`config.mk`:
```
export PLATFORM = sky130hd
export DESIGN_NAME = frontend
export DESIGN_NICKNAME = d
export VERILOG_FILES = /design/src/hdl/fetch_pkg.sv /design/src/hdl/rv_instr_pkg.sv /design/src/hdl/instr_scan.sv /design/src/hdl/bht.sv /design/src/hdl/ras.sv /design/src/hdl/fetch_queue.sv /design/src/hdl/pc_gen.sv /design/src/hdl/frontend.sv
export SDC_FILE = /design/constraint.sdc
export NUM_CORES = 1
export LEC_CHECK = 0
export BUFFER_PORTS_ARGS = -buffer_cell sky130_fd_sc_hd__buf_2
export CORE_MARGIN = 1
export CORE_UTILIZATION = 35
export CTS_BUF_LIST = sky130_fd_sc_hd__clkbuf_16
export CTS_CLUSTER_SIZE = 40
export DETAILED_ROUTE_END_ITERATION = 10
export PLACE_DENSITY_LB_ADDON = 0.05
export RECOVER_POWER = 100
export SYNTH_ARGS = -nofsm -noshare
export SYNTH_HDL_FRONTEND = slang
export SYNTH_SLANG_ARGS = --single-unit
```
`constraint.sdc`:
```
create_clock -name clk_i -period 7.75 [get_ports clk_i]
set_input_delay 1.1625 -clock clk_i [delete_from_list [all_inputs] [get_ports clk_i]]
set_output_delay 1.1625 -clock clk_i [all_outputs]
set_load 0.02 [all_outputs]
```
`src/hdl/fetch_pkg.sv`:
```
// --------------------------------------------------------------------------
// fetch front end constants
// sizes of the predictors and the queue, and the control-flow kinds
// --------------------------------------------------------------------------
package fetch_pkg;

    // address and instruction widths
    localparam int unsigned VLEN = 32;
    localparam int unsigned ILEN = 32;

    // branch history table, indexed by pc bits above the word offset
    localparam int unsigned BHT_ENTRIES = 16;
    localparam int unsigned BHT_IDX_W   = $clog2(BHT_ENTRIES);

    // return address stack
    localparam int unsigned RAS_DEPTH = 4;

    // fetch queue, count has to hold the value QUEUE_DEPTH itself
    localparam int unsigned QUEUE_DEPTH = 4;
    localparam int unsigned QUEUE_PTR_W = $clog2(QUEUE_DEPTH);
    localparam int unsigned QUEUE_CNT_W = $clog2(QUEUE_DEPTH + 1);

    // control-flow kind carried with every fetch entry
    typedef enum logic [2:0] {
        CF_NONE,
        CF_BRANCH,
        CF_JUMP,
        CF_JUMP_REG,
        CF_RETURN
    } cf_e;

endpackage

```
`src/hdl/rv_instr_pkg.sv`:
```
// --------------------------------------------------------------------------
// rv32i encodings
// opcodes, link registers and the instruction word seen in three formats
// --------------------------------------------------------------------------
package rv_instr_pkg;

    // control-flow opcodes
    localparam logic [6:0] OPC_BRANCH = 7'b110_0011;
    localparam logic [6:0] OPC_JAL    = 7'b110_1111;
    localparam logic [6:0] OPC_JALR   = 7'b110_0111;

    // x1 and x5 are the link registers of the calling convention
    localparam logic [4:0] REG_RA = 5'd1;
    localparam logic [4:0] REG_T0 = 5'd5;

    // one instruction word, overlaid with the formats the scanner needs
    typedef union packed {
        // b-type, conditional branches
        struct packed {
            logic       imm12;
            logic [5:0] imm10_5;
            logic [4:0] rs2;
            logic [4:0] rs1;
            logic [2:0] funct3;
            logic [3:0] imm4_1;
            logic       imm11;
            logic [6:0] opcode;
        } b;
        // j-type, jal
        struct packed {
            logic       imm20;
            logic [9:0] imm10_1;
            logic       imm11;
            logic [7:0] imm19_12;
            logic [4:0] rd;
            logic [6:0] opcode;
        } j;
        // i-type, jalr and the register fields used for call/return
        struct packed {
            logic [11:0] imm;
            logic [4:0]  rs1;
            logic [2:0]  funct3;
            logic [4:0]  rd;
            logic [6:0]  opcode;
        } i;
    } instr_u;

endpackage

```
`src/hdl/instr_scan.sv`:
```
// --------------------------------------------------------------------------
// instruction scanner
// classifies one word as branch, jal or jalr and extracts its offset
// --------------------------------------------------------------------------
`timescale 1ns/1ps

module instr_scan (
    input  rv_instr_pkg::instr_u        instr_i,
    output logic                        is_branch_o,
    output logic                        is_jal_o,
    output logic                        is_jalr_o,
    output logic                        is_call_o,
    output logic                        is_return_o,
    output logic [fetch_pkg::VLEN-1:0]  imm_o
);
    logic                       rd_link;
    logic                       rs1_link;
    logic [fetch_pkg::VLEN-1:0] b_imm;
    logic [fetch_pkg::VLEN-1:0] j_imm;

    // opcode sits in the same bits for every format
    assign is_branch_o = instr_i.i.opcode == rv_instr_pkg::OPC_BRANCH;
    assign is_jal_o    = instr_i.i.opcode == rv_instr_pkg::OPC_JAL;
    assign is_jalr_o   = instr_i.i.opcode == rv_instr_pkg::OPC_JALR;

    // ra or t0 as link register
    assign rd_link  = (instr_i.i.rd == rv_instr_pkg::REG_RA) ||
                      (instr_i.i.rd == rv_instr_pkg::REG_T0);
    assign rs1_link = (instr_i.i.rs1 == rv_instr_pkg::REG_RA) ||
                      (instr_i.i.rs1 == rv_instr_pkg::REG_T0);

    // call writes a link register, return reads one and discards the link
    assign is_call_o   = (is_jal_o || is_jalr_o) && rd_link;
    assign is_return_o = is_jalr_o && rs1_link && (instr_i.i.rd == 5'd0);

    // sign-extended offsets, bit 0 always zero
    assign b_imm = {{(fetch_pkg::VLEN - 12){instr_i.b.imm12}}, instr_i.b.imm11,
                    instr_i.b.imm10_5, instr_i.b.imm4_1, 1'b0};
    assign j_imm = {{(fetch_pkg::VLEN - 20){instr_i.j.imm20}}, instr_i.j.imm19_12,
                    instr_i.j.imm11, instr_i.j.imm10_1, 1'b0};

    // jal offset unless it is a branch
    assign imm_o = is_branch_o ? b_imm : j_imm;

endmodule

```
`src/hdl/bht.sv`:
```
// --------------------------------------------------------------------------
// branch history table
// two-bit saturating counters with valid bits, trained by resolved branches
// --------------------------------------------------------------------------
`timescale 1ns/1ps

module bht (
    input  logic                       clk_i,
    input  logic                       rst_ni,
    input  logic                       flush_i,
    input  logic [fetch_pkg::VLEN-1:0] pc_i,
    output logic                       valid_o,
    output logic                       taken_o,
    input  logic                       update_i,
    input  logic [fetch_pkg::VLEN-1:0] update_pc_i,
    input  logic                       update_taken_i
);
    logic [fetch_pkg::BHT_ENTRIES-1:0] valid_q;
    logic [1:0]                        cnt_q [fetch_pkg::BHT_ENTRIES];
    logic [fetch_pkg::BHT_IDX_W-1:0]   rd_idx;
    logic [fetch_pkg::BHT_IDX_W-1:0]   up_idx;

    // word-aligned index, bits 1:0 are always zero
    assign rd_idx = pc_i[fetch_pkg::BHT_IDX_W+1:2];
    assign up_idx = update_pc_i[fetch_pkg::BHT_IDX_W+1:2];

    // counter msb is the prediction
    assign valid_o = valid_q[rd_idx];
    assign taken_o = cnt_q[rd_idx][1];

    always_ff @(posedge clk_i or negedge rst_ni) begin
        if (!rst_ni) begin
            valid_q <= '0;
        end else if (flush_i) begin
            valid_q <= '0;
        end else if (update_i) begin
            valid_q[up_idx] <= 1'b1;
        end
    end

    always_ff @(posedge clk_i) begin
        if (update_i) begin
            if (!valid_q[up_idx]) begin
                // first sighting starts weakly in the resolved direction
                cnt_q[up_idx] <= update_taken_i ? 2'b10 : 2'b01;
            end else if (update_taken_i && cnt_q[up_idx] != 2'b11) begin
                cnt_q[up_idx] <= cnt_q[up_idx] + 2'b01;
            end else if (!update_taken_i && cnt_q[up_idx] != 2'b00) begin
                cnt_q[up_idx] <= cnt_q[up_idx] - 2'b01;
            end
        end
    end

endmodule

```
`src/hdl/ras.sv`:
```
// --------------------------------------------------------------------------
// return address stack
// entry 0 is the top, the deepest entry falls off on push
// --------------------------------------------------------------------------
`timescale 1ns/1ps

module ras (
    input  logic                       clk_i,
    input  logic                       rst_ni,
    input  logic                       flush_i,
    input  logic                       push_i,
    input  logic                       pop_i,
    input  logic [fetch_pkg::VLEN-1:0] push_addr_i,
    output logic                       top_valid_o,
    output logic [fetch_pkg::VLEN-1:0] top_addr_o
);
    localparam int unsigned D = fetch_pkg::RAS_DEPTH;

    logic [fetch_pkg::VLEN-1:0] addr_q [D];
    logic [D-1:0]               valid_q;

    assign top_valid_o = valid_q[0];
    assign top_addr_o  = addr_q[0];

    // valid bits shift along with the addresses
    always_ff @(posedge clk_i or negedge rst_ni) begin
        if (!rst_ni) begin
            valid_q <= '0;
        end else if (flush_i) begin
            valid_q <= '0;
        end else if (push_i) begin
            valid_q <= {valid_q[D-2:0], 1'b1};
        end else if (pop_i) begin
            valid_q <= {1'b0, valid_q[D-1:1]};
        end
    end

    always_ff @(posedge clk_i) begin
        if (push_i) begin
            addr_q[0] <= push_addr_i;
            for (int i = 1; i < D; i++) begin
                addr_q[i] <= addr_q[i-1];
            end
        end else if (pop_i) begin
            // bottom address stays, its valid bit is cleared
            for (int i = 0; i < D - 1; i++) begin
                addr_q[i] <= addr_q[i+1];
            end
        end
    end

endmodule

```
`src/hdl/fetch_queue.sv`:
```
// --------------------------------------------------------------------------
// fetch queue
// circular buffer of fetch entries towards the back end, with occupancy
// --------------------------------------------------------------------------
`timescale 1ns/1ps

module fetch_queue (
    input  logic                              clk_i,
    input  logic                              rst_ni,
    input  logic                              flush_i,
    input  logic                              wr_i,
    input  logic [fetch_pkg::VLEN-1:0]        wr_pc_i,
    input  logic [fetch_pkg::ILEN-1:0]        wr_instr_i,
    input  fetch_pkg::cf_e                    wr_cf_i,
    input  logic                              wr_taken_i,
    input  logic [fetch_pkg::VLEN-1:0]        wr_target_i,
    input  logic                              wr_ex_i,
    output logic [fetch_pkg::QUEUE_CNT_W-1:0] count_o,
    output logic                              fetch_valid_o,
    input  logic                              fetch_ready_i,
    output logic [fetch_pkg::VLEN-1:0]        fetch_pc_o,
    output logic [fetch_pkg::ILEN-1:0]        fetch_instr_o,
    output fetch_pkg::cf_e                    fetch_cf_o,
    output logic                              fetch_taken_o,
    output logic [fetch_pkg::VLEN-1:0]        fetch_target_o,
    output logic                              fetch_ex_o
);
    localparam int unsigned N = fetch_pkg::QUEUE_DEPTH;

    // entry storage, one array per field
    logic [fetch_pkg::VLEN-1:0]        pc_q     [N];
    logic [fetch_pkg::ILEN-1:0]        instr_q  [N];
    fetch_pkg::cf_e                    cf_q     [N];
    logic [N-1:0]                      taken_q;
    logic [fetch_pkg::VLEN-1:0]        target_q [N];
    logic [N-1:0]                      ex_q;
    logic [fetch_pkg::QUEUE_PTR_W-1:0] wr_ptr_q;
    logic [fetch_pkg::QUEUE_PTR_W-1:0] rd_ptr_q;
    logic [fetch_pkg::QUEUE_CNT_W-1:0] count_q;
    logic                              push;
    logic                              pop;

    // pc_gen keeps room, the full check only guards the pointers
    assign push = wr_i && (count_q != N[fetch_pkg::QUEUE_CNT_W-1:0]);
    assign pop  = fetch_valid_o && fetch_ready_i;

    assign count_o       = count_q;
    assign fetch_valid_o = count_q != '0;

    // head entry read combinationally
    assign fetch_pc_o     = pc_q[rd_ptr_q];
    assign fetch_instr_o  = instr_q[rd_ptr_q];
    assign fetch_cf_o     = cf_q[rd_ptr_q];
    assign fetch_taken_o  = taken_q[rd_ptr_q];
    assign fetch_target_o = target_q[rd_ptr_q];
    assign fetch_ex_o     = ex_q[rd_ptr_q];

    always_ff @(posedge clk_i or negedge rst_ni) begin
        if (!rst_ni) begin
            wr_ptr_q <= '0;
            rd_ptr_q <= '0;
            count_q  <= '0;
        end else if (flush_i) begin
            wr_ptr_q <= '0;
            rd_ptr_q <= '0;
            count_q  <= '0;
        end else begin
            // pointers wrap naturally, depth is a power of two
            if (push) wr_ptr_q <= wr_ptr_q + 1'b1;
            if (pop) rd_ptr_q <= rd_ptr_q + 1'b1;
            if (push && !pop) count_q <= count_q + 1'b1;
            else if (pop && !push) count_q <= count_q - 1'b1;
        end
    end

    always_ff @(posedge clk_i) begin
        if (push) begin
            pc_q[wr_ptr_q]     <= wr_pc_i;
            instr_q[wr_ptr_q]  <= wr_instr_i;
            cf_q[wr_ptr_q]     <= wr_cf_i;
            taken_q[wr_ptr_q]  <= wr_taken_i;
            target_q[wr_ptr_q] <= wr_target_i;
            ex_q[wr_ptr_q]     <= wr_ex_i;
        end
    end

endmodule

```
`src/hdl/pc_gen.sv`:
```
// --------------------------------------------------------------------------
// pc generation
// next-pc selection, memory request issue and discard of stale responses
// --------------------------------------------------------------------------
`timescale 1ns/1ps

module pc_gen (
    input  logic                              clk_i,
    input  logic                              rst_ni,
    input  logic [fetch_pkg::VLEN-1:0]        boot_addr_i,
    input  logic                              mispredict_i,
    input  logic [fetch_pkg::VLEN-1:0]        mispredict_target_i,
    input  logic                              commit_flush_i,
    input  logic [fetch_pkg::VLEN-1:0]        commit_pc_i,
    input  logic                              ex_valid_i,
    input  logic [fetch_pkg::VLEN-1:0]        trap_vector_i,
    input  logic                              eret_i,
    input  logic [fetch_pkg::VLEN-1:0]        epc_i,
    input  logic                              rsp_i,
    input  logic                              predict_i,
    input  logic [fetch_pkg::VLEN-1:0]        predict_addr_i,
    input  logic [fetch_pkg::QUEUE_CNT_W-1:0] queue_count_i,
    output logic                              imem_req_o,
    output logic [fetch_pkg::VLEN-1:0]        imem_addr_o,
    output logic                              rsp_accept_o,
    output logic                              redirect_o
);
    logic [fetch_pkg::VLEN-1:0]      npc_q, npc_d;
    logic                            rst_load_q;
    logic                            outstanding_q;
    logic                            discard_q;
    logic [fetch_pkg::QUEUE_CNT_W:0] in_use;

    assign redirect_o = commit_flush_i || ex_valid_i || eret_i || mispredict_i;

    // a response in the redirect cycle belongs to the old path
    assign rsp_accept_o = rsp_i && !discard_q && !redirect_o;

    // queued entries plus the one in flight must leave room
    assign in_use     = queue_count_i + outstanding_q;
    assign imem_req_o = !rst_load_q && !outstanding_q && !redirect_o &&
                        (in_use < fetch_pkg::QUEUE_DEPTH);

    // npc only moves on response or redirect, so it is also the pc in flight
    assign imem_addr_o = npc_q;

    // ------------------------------------------------------------------------
    // next pc, lowest priority first
    // ------------------------------------------------------------------------
    always_comb begin
        npc_d = npc_q;
        if (rst_load_q) npc_d = boot_addr_i;
        if (rsp_accept_o) npc_d = predict_i ? predict_addr_i : npc_q + 32'd4;
        if (mispredict_i) npc_d = mispredict_target_i;
        if (eret_i) npc_d = epc_i;
        if (ex_valid_i) npc_d = trap_vector_i;
        // restart after the instruction in commit
        if (commit_flush_i) npc_d = commit_pc_i + 32'd4;
    end

    always_ff @(posedge clk_i or negedge rst_ni) begin
        if (!rst_ni) begin
            npc_q         <= '0;
            rst_load_q    <= 1'b1;
            outstanding_q <= 1'b0;
            discard_q     <= 1'b0;
        end else begin
            npc_q      <= npc_d;
            rst_load_q <= 1'b0;
            if (imem_req_o) outstanding_q <= 1'b1;
            else if (rsp_i) outstanding_q <= 1'b0;
            // drop the one response still owed to the old path
            if (rsp_i) discard_q <= 1'b0;
            else if (redirect_o && outstanding_q) discard_q <= 1'b1;
        end
    end

endmodule

```
`src/hdl/frontend.sv`:
```
// --------------------------------------------------------------------------
// instruction fetch front end
// fetches one word per request, predicts the next pc and queues entries
// --------------------------------------------------------------------------
`timescale 1ns/1ps

module frontend (
    input  logic                       clk_i,
    input  logic                       rst_ni,
    input  logic [fetch_pkg::VLEN-1:0] boot_addr_i,
    // memory port
    output logic                       imem_req_o,
    output logic [fetch_pkg::VLEN-1:0] imem_addr_o,
    input  logic                       imem_valid_i,
    input  logic [fetch_pkg::ILEN-1:0] imem_rdata_i,
    input  logic                       imem_err_i,
    // resolved branches from the back end
    input  logic                       resolve_valid_i,
    input  logic [fetch_pkg::VLEN-1:0] resolve_pc_i,
    input  logic                       resolve_branch_i,
    input  logic                       resolve_taken_i,
    input  logic                       resolve_mispredict_i,
    input  logic [fetch_pkg::VLEN-1:0] resolve_target_i,
    // redirects
    input  logic                       commit_flush_i,
    input  logic [fetch_pkg::VLEN-1:0] commit_pc_i,
    input  logic                       ex_valid_i,
    input  logic [fetch_pkg::VLEN-1:0] trap_vector_i,
    input  logic                       eret_i,
    input  logic [fetch_pkg::VLEN-1:0] epc_i,
    input  logic                       bp_flush_i,
    // fetch entries to the back end
    output logic                       fetch_valid_o,
    input  logic                       fetch_ready_i,
    output logic [fetch_pkg::VLEN-1:0] fetch_pc_o,
    output logic [fetch_pkg::ILEN-1:0] fetch_instr_o,
    output fetch_pkg::cf_e             fetch_cf_o,
    output logic                       fetch_taken_o,
    output logic [fetch_pkg::VLEN-1:0] fetch_target_o,
    output logic                       fetch_ex_o
);
    logic is_branch, is_jal, is_jalr, is_call, is_return;
    logic [fetch_pkg::VLEN-1:0]        imm;
    logic                              bht_valid, bht_taken;
    logic                              ras_valid, ras_push, ras_pop;
    logic [fetch_pkg::VLEN-1:0]        ras_addr;
    logic                              rsp_accept, redirect;
    logic [fetch_pkg::QUEUE_CNT_W-1:0] queue_count;
    logic [fetch_pkg::VLEN-1:0]        seq_pc;
    fetch_pkg::cf_e                    cf;
    logic                              taken;
    logic [fetch_pkg::VLEN-1:0]        target;

    instr_scan i_instr_scan (
        .instr_i     (imem_rdata_i),
        .is_branch_o (is_branch),
        .is_jal_o    (is_jal),
        .is_jalr_o   (is_jalr),
        .is_call_o   (is_call),
        .is_return_o (is_return),
        .imm_o       (imm)
    );

    // ------------------------------------------------------------------------
    // prediction of the returned word, its pc is the address in flight
    // ------------------------------------------------------------------------
    assign seq_pc = imem_addr_o + 32'd4;

    always_comb begin
        cf     = fetch_pkg::CF_NONE;
        taken  = 1'b0;
        target = seq_pc;
        // faulting fetch carries no prediction
        if (!imem_err_i) begin
            if (is_jal) begin
                cf    = fetch_pkg::CF_JUMP;
                taken = 1'b1;
            end else if (is_branch) begin
                cf = fetch_pkg::CF_BRANCH;
                // dynamic when trained, else backward taken
                taken = bht_valid ? bht_taken : imm[fetch_pkg::VLEN-1];
            end else if (is_return) begin
                cf    = fetch_pkg::CF_RETURN;
                taken = ras_valid;
            end else if (is_jalr) begin
                // no btb, falls through
                cf = fetch_pkg::CF_JUMP_REG;
            end
            if (taken) target = is_return ? ras_addr : imem_addr_o + imm;
        end
    end

    // stack only changes for words that enter the queue
    assign ras_push = rsp_accept && !imem_err_i && is_call;
    assign ras_pop  = rsp_accept && !imem_err_i && is_return;

    bht i_bht (
        .clk_i          (clk_i),
        .rst_ni         (rst_ni),
        .flush_i        (bp_flush_i),
        .pc_i           (imem_addr_o),
        .valid_o        (bht_valid),
        .taken_o        (bht_taken),
        .update_i       (resolve_valid_i && resolve_branch_i),
        .update_pc_i    (resolve_pc_i),
        .update_taken_i (resolve_taken_i)
    );

    ras i_ras (
        .clk_i       (clk_i),
        .rst_ni      (rst_ni),
        .flush_i     (bp_flush_i),
        .push_i      (ras_push),
        .pop_i       (ras_pop),
        .push_addr_i (seq_pc),
        .top_valid_o (ras_valid),
        .top_addr_o  (ras_addr)
    );

    pc_gen i_pc_gen (
        .clk_i               (clk_i),
        .rst_ni              (rst_ni),
        .boot_addr_i         (boot_addr_i),
        .mispredict_i        (resolve_valid_i && resolve_mispredict_i),
        .mispredict_target_i (resolve_target_i),
        .commit_flush_i      (commit_flush_i),
        .commit_pc_i         (commit_pc_i),
        .ex_valid_i          (ex_valid_i),
        .trap_vector_i       (trap_vector_i),
        .eret_i              (eret_i),
        .epc_i               (epc_i),
        .rsp_i               (imem_valid_i),
        .predict_i           (taken),
        .predict_addr_i      (target),
        .queue_count_i       (queue_count),
        .imem_req_o          (imem_req_o),
        .imem_addr_o         (imem_addr_o),
        .rsp_accept_o        (rsp_accept),
        .redirect_o          (redirect)
    );

    fetch_queue i_fetch_queue (
        .clk_i          (clk_i),
        .rst_ni         (rst_ni),
        .flush_i        (redirect),
        .wr_i           (rsp_accept),
        .wr_pc_i        (imem_addr_o),
        .wr_instr_i     (imem_rdata_i),
        .wr_cf_i        (cf),
        .wr_taken_i     (taken),
        .wr_target_i    (target),
        .wr_ex_i        (imem_err_i),
        .count_o        (queue_count),
        .fetch_valid_o  (fetch_valid_o),
        .fetch_ready_i  (fetch_ready_i),
        .fetch_pc_o     (fetch_pc_o),
        .fetch_instr_o  (fetch_instr_o),
        .fetch_cf_o     (fetch_cf_o),
        .fetch_taken_o  (fetch_taken_o),
        .fetch_target_o (fetch_target_o),
        .fetch_ex_o     (fetch_ex_o)
    );

endmodule

```
==> results of run 1 <==
## state kept, by name, indices dropped and copies added (netlist names)
register and count:
i_pc_gen.outstanding_q 1, i_fetch_queue.pc_q 128, i_pc_gen.discard_q 1, i_fetch_queue.wr_ptr_q 2
i_pc_gen.rst_load_q 1, i_pc_gen.imem_addr_o 32, i_bht.valid_q 16, i_ras.addr_q 128
i_fetch_queue.taken_q 4, i_ras.valid_q 4, i_fetch_queue.count_o 3, i_fetch_queue.target_q 128
i_bht.cnt_q 32, i_fetch_queue.rd_ptr_q 2, i_fetch_queue.ex_q 4, i_fetch_queue.cf_q 12
i_fetch_queue.instr_q 128
## report_power, final
group          switching [mW]  total [mW]  internal [mW]  leakage, nW
registers              0.0723        3.81           3.74         5.87
clock network            1.39        3.22           1.83         1.18
logic                   0.534       0.796          0.262         4.48
## through the flow
step	cell area [um^2]	util	setup WS [ns]	hold WS, ns	std cells
after floorplan	28700	-	2.27	0.422	1941
final	33700	0.416	1.49	0.440	3411
after CTS	34000	0.420	2.61	0.434	3407
after detailed placement	31800	0.393	1.98	0.431	3278
after global routing	33700	0.416	1.31	0.447	3407
after global placement	31800	0.393	2.08	0.430	3278
## layer usage
| metal | up-vias | part of all wire |
|---|---|---|
| met5 | - | 0.00066 |
| met2 | 751 | 0.45 |
| met4 | 10 | 0.020 |
| li1 | 8367 | - |
| met3 | 111 | 0.087 |
| met1 | 9727 | 0.45 |
## layout make-up
class                      instances  area share
timing repair buffer             387      0.0538
clock buffer                      73      0.0542
antenna                            4    0.000297
inverter                          30     0.00334
clock inverter                    56      0.0118
sequential                       626       0.549
multi-input combinational       1175       0.289
tap                             1060      0.0393
## cell families (layout without fill, tap and decap cells)
group	after synthesis	after routing	synth area share
AO/OA/AOI/OAI	396	396	0.0885
flip-flops	626	626	0.643
adder cells (fa/ha/maj)	44	44	0.0197
multiplexers	219	219	0.134
other	1	5	0.000130
buffers and inverters	140	546	0.0190
AND/OR/NAND/NOR	433	433	0.0703
XOR/XNOR	82	82	0.0250
## worst max-delay path, stage by stage
cell,delay (ns)
clkbuf_1,0.57
a2111o_1,0.88
nand2b_2,0.32
clkbuf_1,0.58
or3_1,0.76
nand2_4,0.60
clkbuf_1,1.47
## placed cells by master, fill, tap and decap left out, types with 21 or more instances in the layout
cell,count
buf_2,174
o21ai_0,81
edfxtp_1,564
xnor2_1,39
mux4_2,125
nor2_1,126
nand2_1,120
nor3_1,30
ha_1,42
and3_1,23
nand3_1,44
xor2_1,43
a21oi_1,138
inv_1,54
a211oi_1,21
clkbuf_16,73
mux2_2,75
dfrtp_1,60
clkbuf_1,188
## path summary, 6_finish.rpt
path	from	endpoint	slack, ns	cells past startpoint
worst max register to register	i_pc_gen.imem_addr_o[2]	i_pc_gen.imem_addr_o[24]	1.95	10
max in group asynchronous	rst_ni	i_pc_gen.imem_addr_o[17]	3.47	2
min in group asynchronous	rst_ni	i_pc_gen.imem_addr_o[29]	1.26	1
worst min register to register	i_ras.addr_q[2][9]	i_ras.addr_q[3][9]	0.44	0
worst max-delay path	ex_valid_i	i_ras.addr_q[2][25]	1.49	7
worst min-delay path	i_ras.addr_q[2][9]	i_ras.addr_q[3][9]	0.44	0
==> flow_summary.toml, run 1 <==
[status]
failed_checks = "max-capacitance violations, max-slew violations"
status = "finished, violations left"

[clock_network]
cts.hold.buffers_added = 0
cts_resized = 0
cts_setup_buffers = 0
cts_tree = "done"
clockBufferDepth = 3
root_buffer = "clkbuf_16"
cts-htree-levels = 3
clock_sinks = 626
clk_pin_slew_ns = 0.07
clock_latency_ns = 0.63
numCtsBuffers = 73

[synth]
synth_top_area_frac = 0.589
synthCells = 1941
synth_area_leaders = "edfxtp_1, mux4_2, dfrtp_1"
yosys.cell_types.count = 74
synth-seq-cells = 626
ys.flop_type = "edfxtp_1"
async_flop_share = 0.0990
synth_area_mm2 = 0.0287
synth.largest_area_cell = "edfxtp_1"
synth.most_common_cell = "edfxtp_1"
synth_nets = 2222
synth_enable_flop_cells = 564
yosysSeqAreaShare = 0.643
yosysWarningCount = 0
syn_avg_cell_area_um2 = 14.8
synth_common_cells = "edfxtp_1, a21oi_1, nor2_1, mux4_2, nand2_1"

[grt]
grt_pass1_wl_mm = 137
grt_util_met2 = 0.354
antenna_found_initial = 21
grt-busiest-layer = "met2"
use_met3 = 0.0626
grt_max_degree = 67
grt_util_all_layers = 0.231
met1_usage = 0.326
grt_pass1_vias = 19400
grt-ovfl-total = 0

[drt]
dr.pass1.iters = 5
drc = 0
drt-total-wl_mm = 96.0
viasPerCell = 5.56
drtIter0Drc = 1627
ant_nets = 0
wire_per_inst_um = 28.1
vias = 19000

[floorplanning]
dieArea_mm2 = 0.0833
io_pins = 372
rows = 104
start_util = 0.355
die_y_um = 289
fp.dieW_um = 289
core_area_mm2 = 0.0809

[worst_setup_path]
required_ns = 7.94
crit_path_max_fanout = 49
startpoint_type = "primary input"
crit_path_end_kind = "flop"
worstPathArrival_ns = 6.45
worstSetupPathType = "primary input to flop"

[sta]
drv_slew = 207
skew_ns = 0.0237
slew_headroom = -0.864
fmax_mhz = 160
rsz0062_at_grt = "no"
tightest_slew_ns = 2.80
timing.setup.tns_ns = 0
setup_viol = 0
post-route-period-util = 0.808
period_minus_slack_ns = 6.26
hold_viol_final = 0

[power_and_ir_drop]
powerDensity_mw_per_mm2 = 232
p_leak_nw = 11.5
fin_total_pwr_mw = 7.83
ir_worst_vdd_mv = 0.165

[final_layout]
syn_to_final_growth_pct = 17.3
nets = 2574
drive_gt1_frac = 0.219
multi_input_area_mm2 = 0.00973
fill_cells = 7630
regArea_mm2 = 0.0185

[placement]
gp_congestion = 0.882
io_buffer_count = 343
dpl.hpwl_mm = 67.0

[run]
maxCapViolCount = 7

[hold_path]
hp-class = "flop to flop"
Power figures use the tool's default switching activity.
==> run 2, diff against run 1 <==
==> constraint.sdc (replaced) <==
create_clock -name clk_i -period 5.2 [get_ports clk_i]
set_input_delay 0.78 -clock clk_i [delete_from_list [all_inputs] [get_ports clk_i]]
set_output_delay 0.78 -clock clk_i [all_outputs]
set_load 0.02 [all_outputs]
==> run 2 against run 1 <==
Net effect: the flow still finishes with violations (max-capacitance violations, max-slew violations); clock skew is 0.0014 ns higher; cell count increased by 0.73%; non-clock buffer count rose by 28; sequential cell count is the same; global-route usage rose by 0.080 points; count of clock-buffer cells in the layout increased by 1; final area rose by 0.80%; setup slack got worse by 1.1 ns; via count up 0.52%; hold slack got worse by 0.092 ns; first-iteration DRC count rose by 1.4%; critical path depth grew 1; largest cell class unchanged; highest routed layer unchanged.
==> flow_summary.toml, run 2 (synthesis gave the netlist of run 1 again) <==
[status]
status = "finished, violations left"
failed_checks = "max-capacitance violations, max-slew violations"

[power_and_ir_drop]
fin_total_pwr_mw = 11.8
ir_worst_vdd_mv = 0.216
powerDensity_mw_per_mm2 = 348
p_leak_nw = 11.6

[worst_setup_path]
cpMostUsedCell = "clkbuf_1"
crit_path_end_kind = "flop"
r2r-start = "i_pc_gen.imem_addr_o[2]"
required_ns = 5.44
crit_end = "i_ras.addr_q[2][27]"
startpoint_type = "primary input"
reg2reg_slack_ns = 0.51
worstSetupPathType = "primary input to flop"
crit_path_max_fanout = 43
critical_path.startpoint = "imem_rdata_i[18]"
worstPathArrival_ns = 5.07
worstPathCellList = "clkbuf_1 > nor4_1 > nand3_1 > nor3_1 > clkbuf_1 > nand3_4 > nand2_2 > clkbuf_4"
regToRegEndpoint = "i_pc_gen.imem_addr_o[24]"
reg2regPathDepth = 9
cp_slowest_cell = "clkbuf_1"
critPathMaxStageDelay_ns = 1.32

[drt]
dr.pass1.iters = 6
ant_nets = 0
vias = 19100
drtIter0Drc = 1650
drc = 0
wire_per_inst_um = 28.1
viasPerCell = 5.55
drt-total-wl_mm = 96.7

[clock_network]
numCtsBuffers = 73
root_buffer = "clkbuf_16"
cts-htree-levels = 3
clock_latency_ns = 0.62
cts_resized = 0
cts_setup_buffers = 0
cts_tree = "done"
clockBufferDepth = 3
clock_sinks = 626
clk_pin_slew_ns = 0.06
cts.hold.buffers_added = 0

[sta]
fin_ws_ns = 0.365
tightest_slew_ns = 2.36
post-route-period-util = 0.930
skew_ns = 0.0251
drv_slew = 276
rsz0062_at_grt = "no"
fmax_mhz = 207
setup_viol = 0
hold_viol_final = 0
slew_headroom = -0.576
period_minus_slack_ns = 4.83

[placement]
gp_congestion = 0.860
dpl.hpwl_mm = 68.1
place_ws_ns = 0.0148
io_buffer_count = 343

[grt]
grt_util_all_layers = 0.231
grt_pass1_wl_mm = 137
grt-ovfl-total = 0
grt_pass1_vias = 19200
antenna_found_initial = 4
grt_max_degree = 102

[final_layout]
syn_to_final_growth_pct = 18.2
nets = 2602
layout_common_cells = "edfxtp_1, clkbuf_1, buf_2"
layout_commonest_cell = "edfxtp_1"
fin_util = 0.420
drive_gt1_frac = 0.231

[floorplanning]
dieArea_mm2 = 0.0833
core_area_mm2 = 0.0809
start_util = 0.355
die_y_um = 289
rows = 104
io_pins = 372
fp.dieW_um = 289

[hold_path]
hp-class = "primary input to flop"

[run]
maxCapViolCount = 7
run 2: changes by cell type in the layout (fill, tap and decap cells not counted), moves of 3 or more:
cell       previous run  this run
inv_1                54        40
buf_4                20        30
clkinv_2              6        13
clkbuf_1            188       193
clkbuf_2              1         6
and2_4                4         0
clkbuf_4              0         4
bufinv_16             3         6
inv_16                3         0
run 2: how the worst min path moves through the flow:
stage                              from                  end  slack (ns)  cells past startpoint
global route               imem_valid_i   i_pc_gen.discard_q        0.33                      2
finish                     imem_valid_i   i_pc_gen.discard_q        0.35                      2
CTS                        imem_valid_i   i_pc_gen.discard_q        0.31                      2
detailed placement  i_ras.addr_q[2][12]  i_ras.addr_q[3][12]        0.43                      0
global placement    i_ras.addr_q[2][12]  i_ras.addr_q[3][12]        0.43                      0
floorplan            i_ras.addr_q[2][0]   i_ras.addr_q[3][0]        0.42                      0
run 2: critical path: cells and delay by family:
| kind | cells | cell delay, ns |
|---|---|---|
| buf+inv | 3 | 2.32 |
| simple gates | 5 | 1.88 |
run 2: report_power, final:
group          switching (mW)  total [mW]  internal (mW)
Combinational           0.771        1.18          0.404
Clock                    2.07        4.96           2.89
Sequential              0.139        5.71           5.57
Total                    2.98        11.8           8.86
run 2: final cells by class:
| cell class | count | area, um^2 |
|---|---|---|
| fill | 7612 | 47000 |
| sequential | 626 | 18500 |
| multi-input combinational | 1175 | 9720 |
| timing repair buffer | 415 | 2010 |
| clock buffer | 74 | 1850 |
| tap | 1060 | 1330 |
| clock inverter | 54 | 455 |
| inverter | 30 | 113 |
| antenna | 2 | 5.00 |
run 2: metal layers:
| metal | share of wire | GRT usage | up-vias |
|---|---|---|---|
| li1 | - | - | 8430 |
| met1 | 0.45 | 0.327 | 9848 |
| met2 | 0.46 | 0.360 | 667 |
| met3 | 0.068 | 0.0532 | 118 |
| met4 | 0.023 | 0.0579 | 2 |
| met5 | 0.00013 | 0 | - |
run 2: stage by stage:
step / TNS [ns] / hold WS, ns / cells / cell area [um^2]
floorplan: 0 / 0.422 / 1941 / 28700
global placement: -0.0436 / 0.427 / 3306 / 32100
CTS: 0 / 0.307 / 3434 / 34400
finish: 0 / 0.348 / 3436 / 34000
global route: 0 / 0.331 / 3435 / 34000
detailed placement: 0 / 0.430 / 3306 / 32100
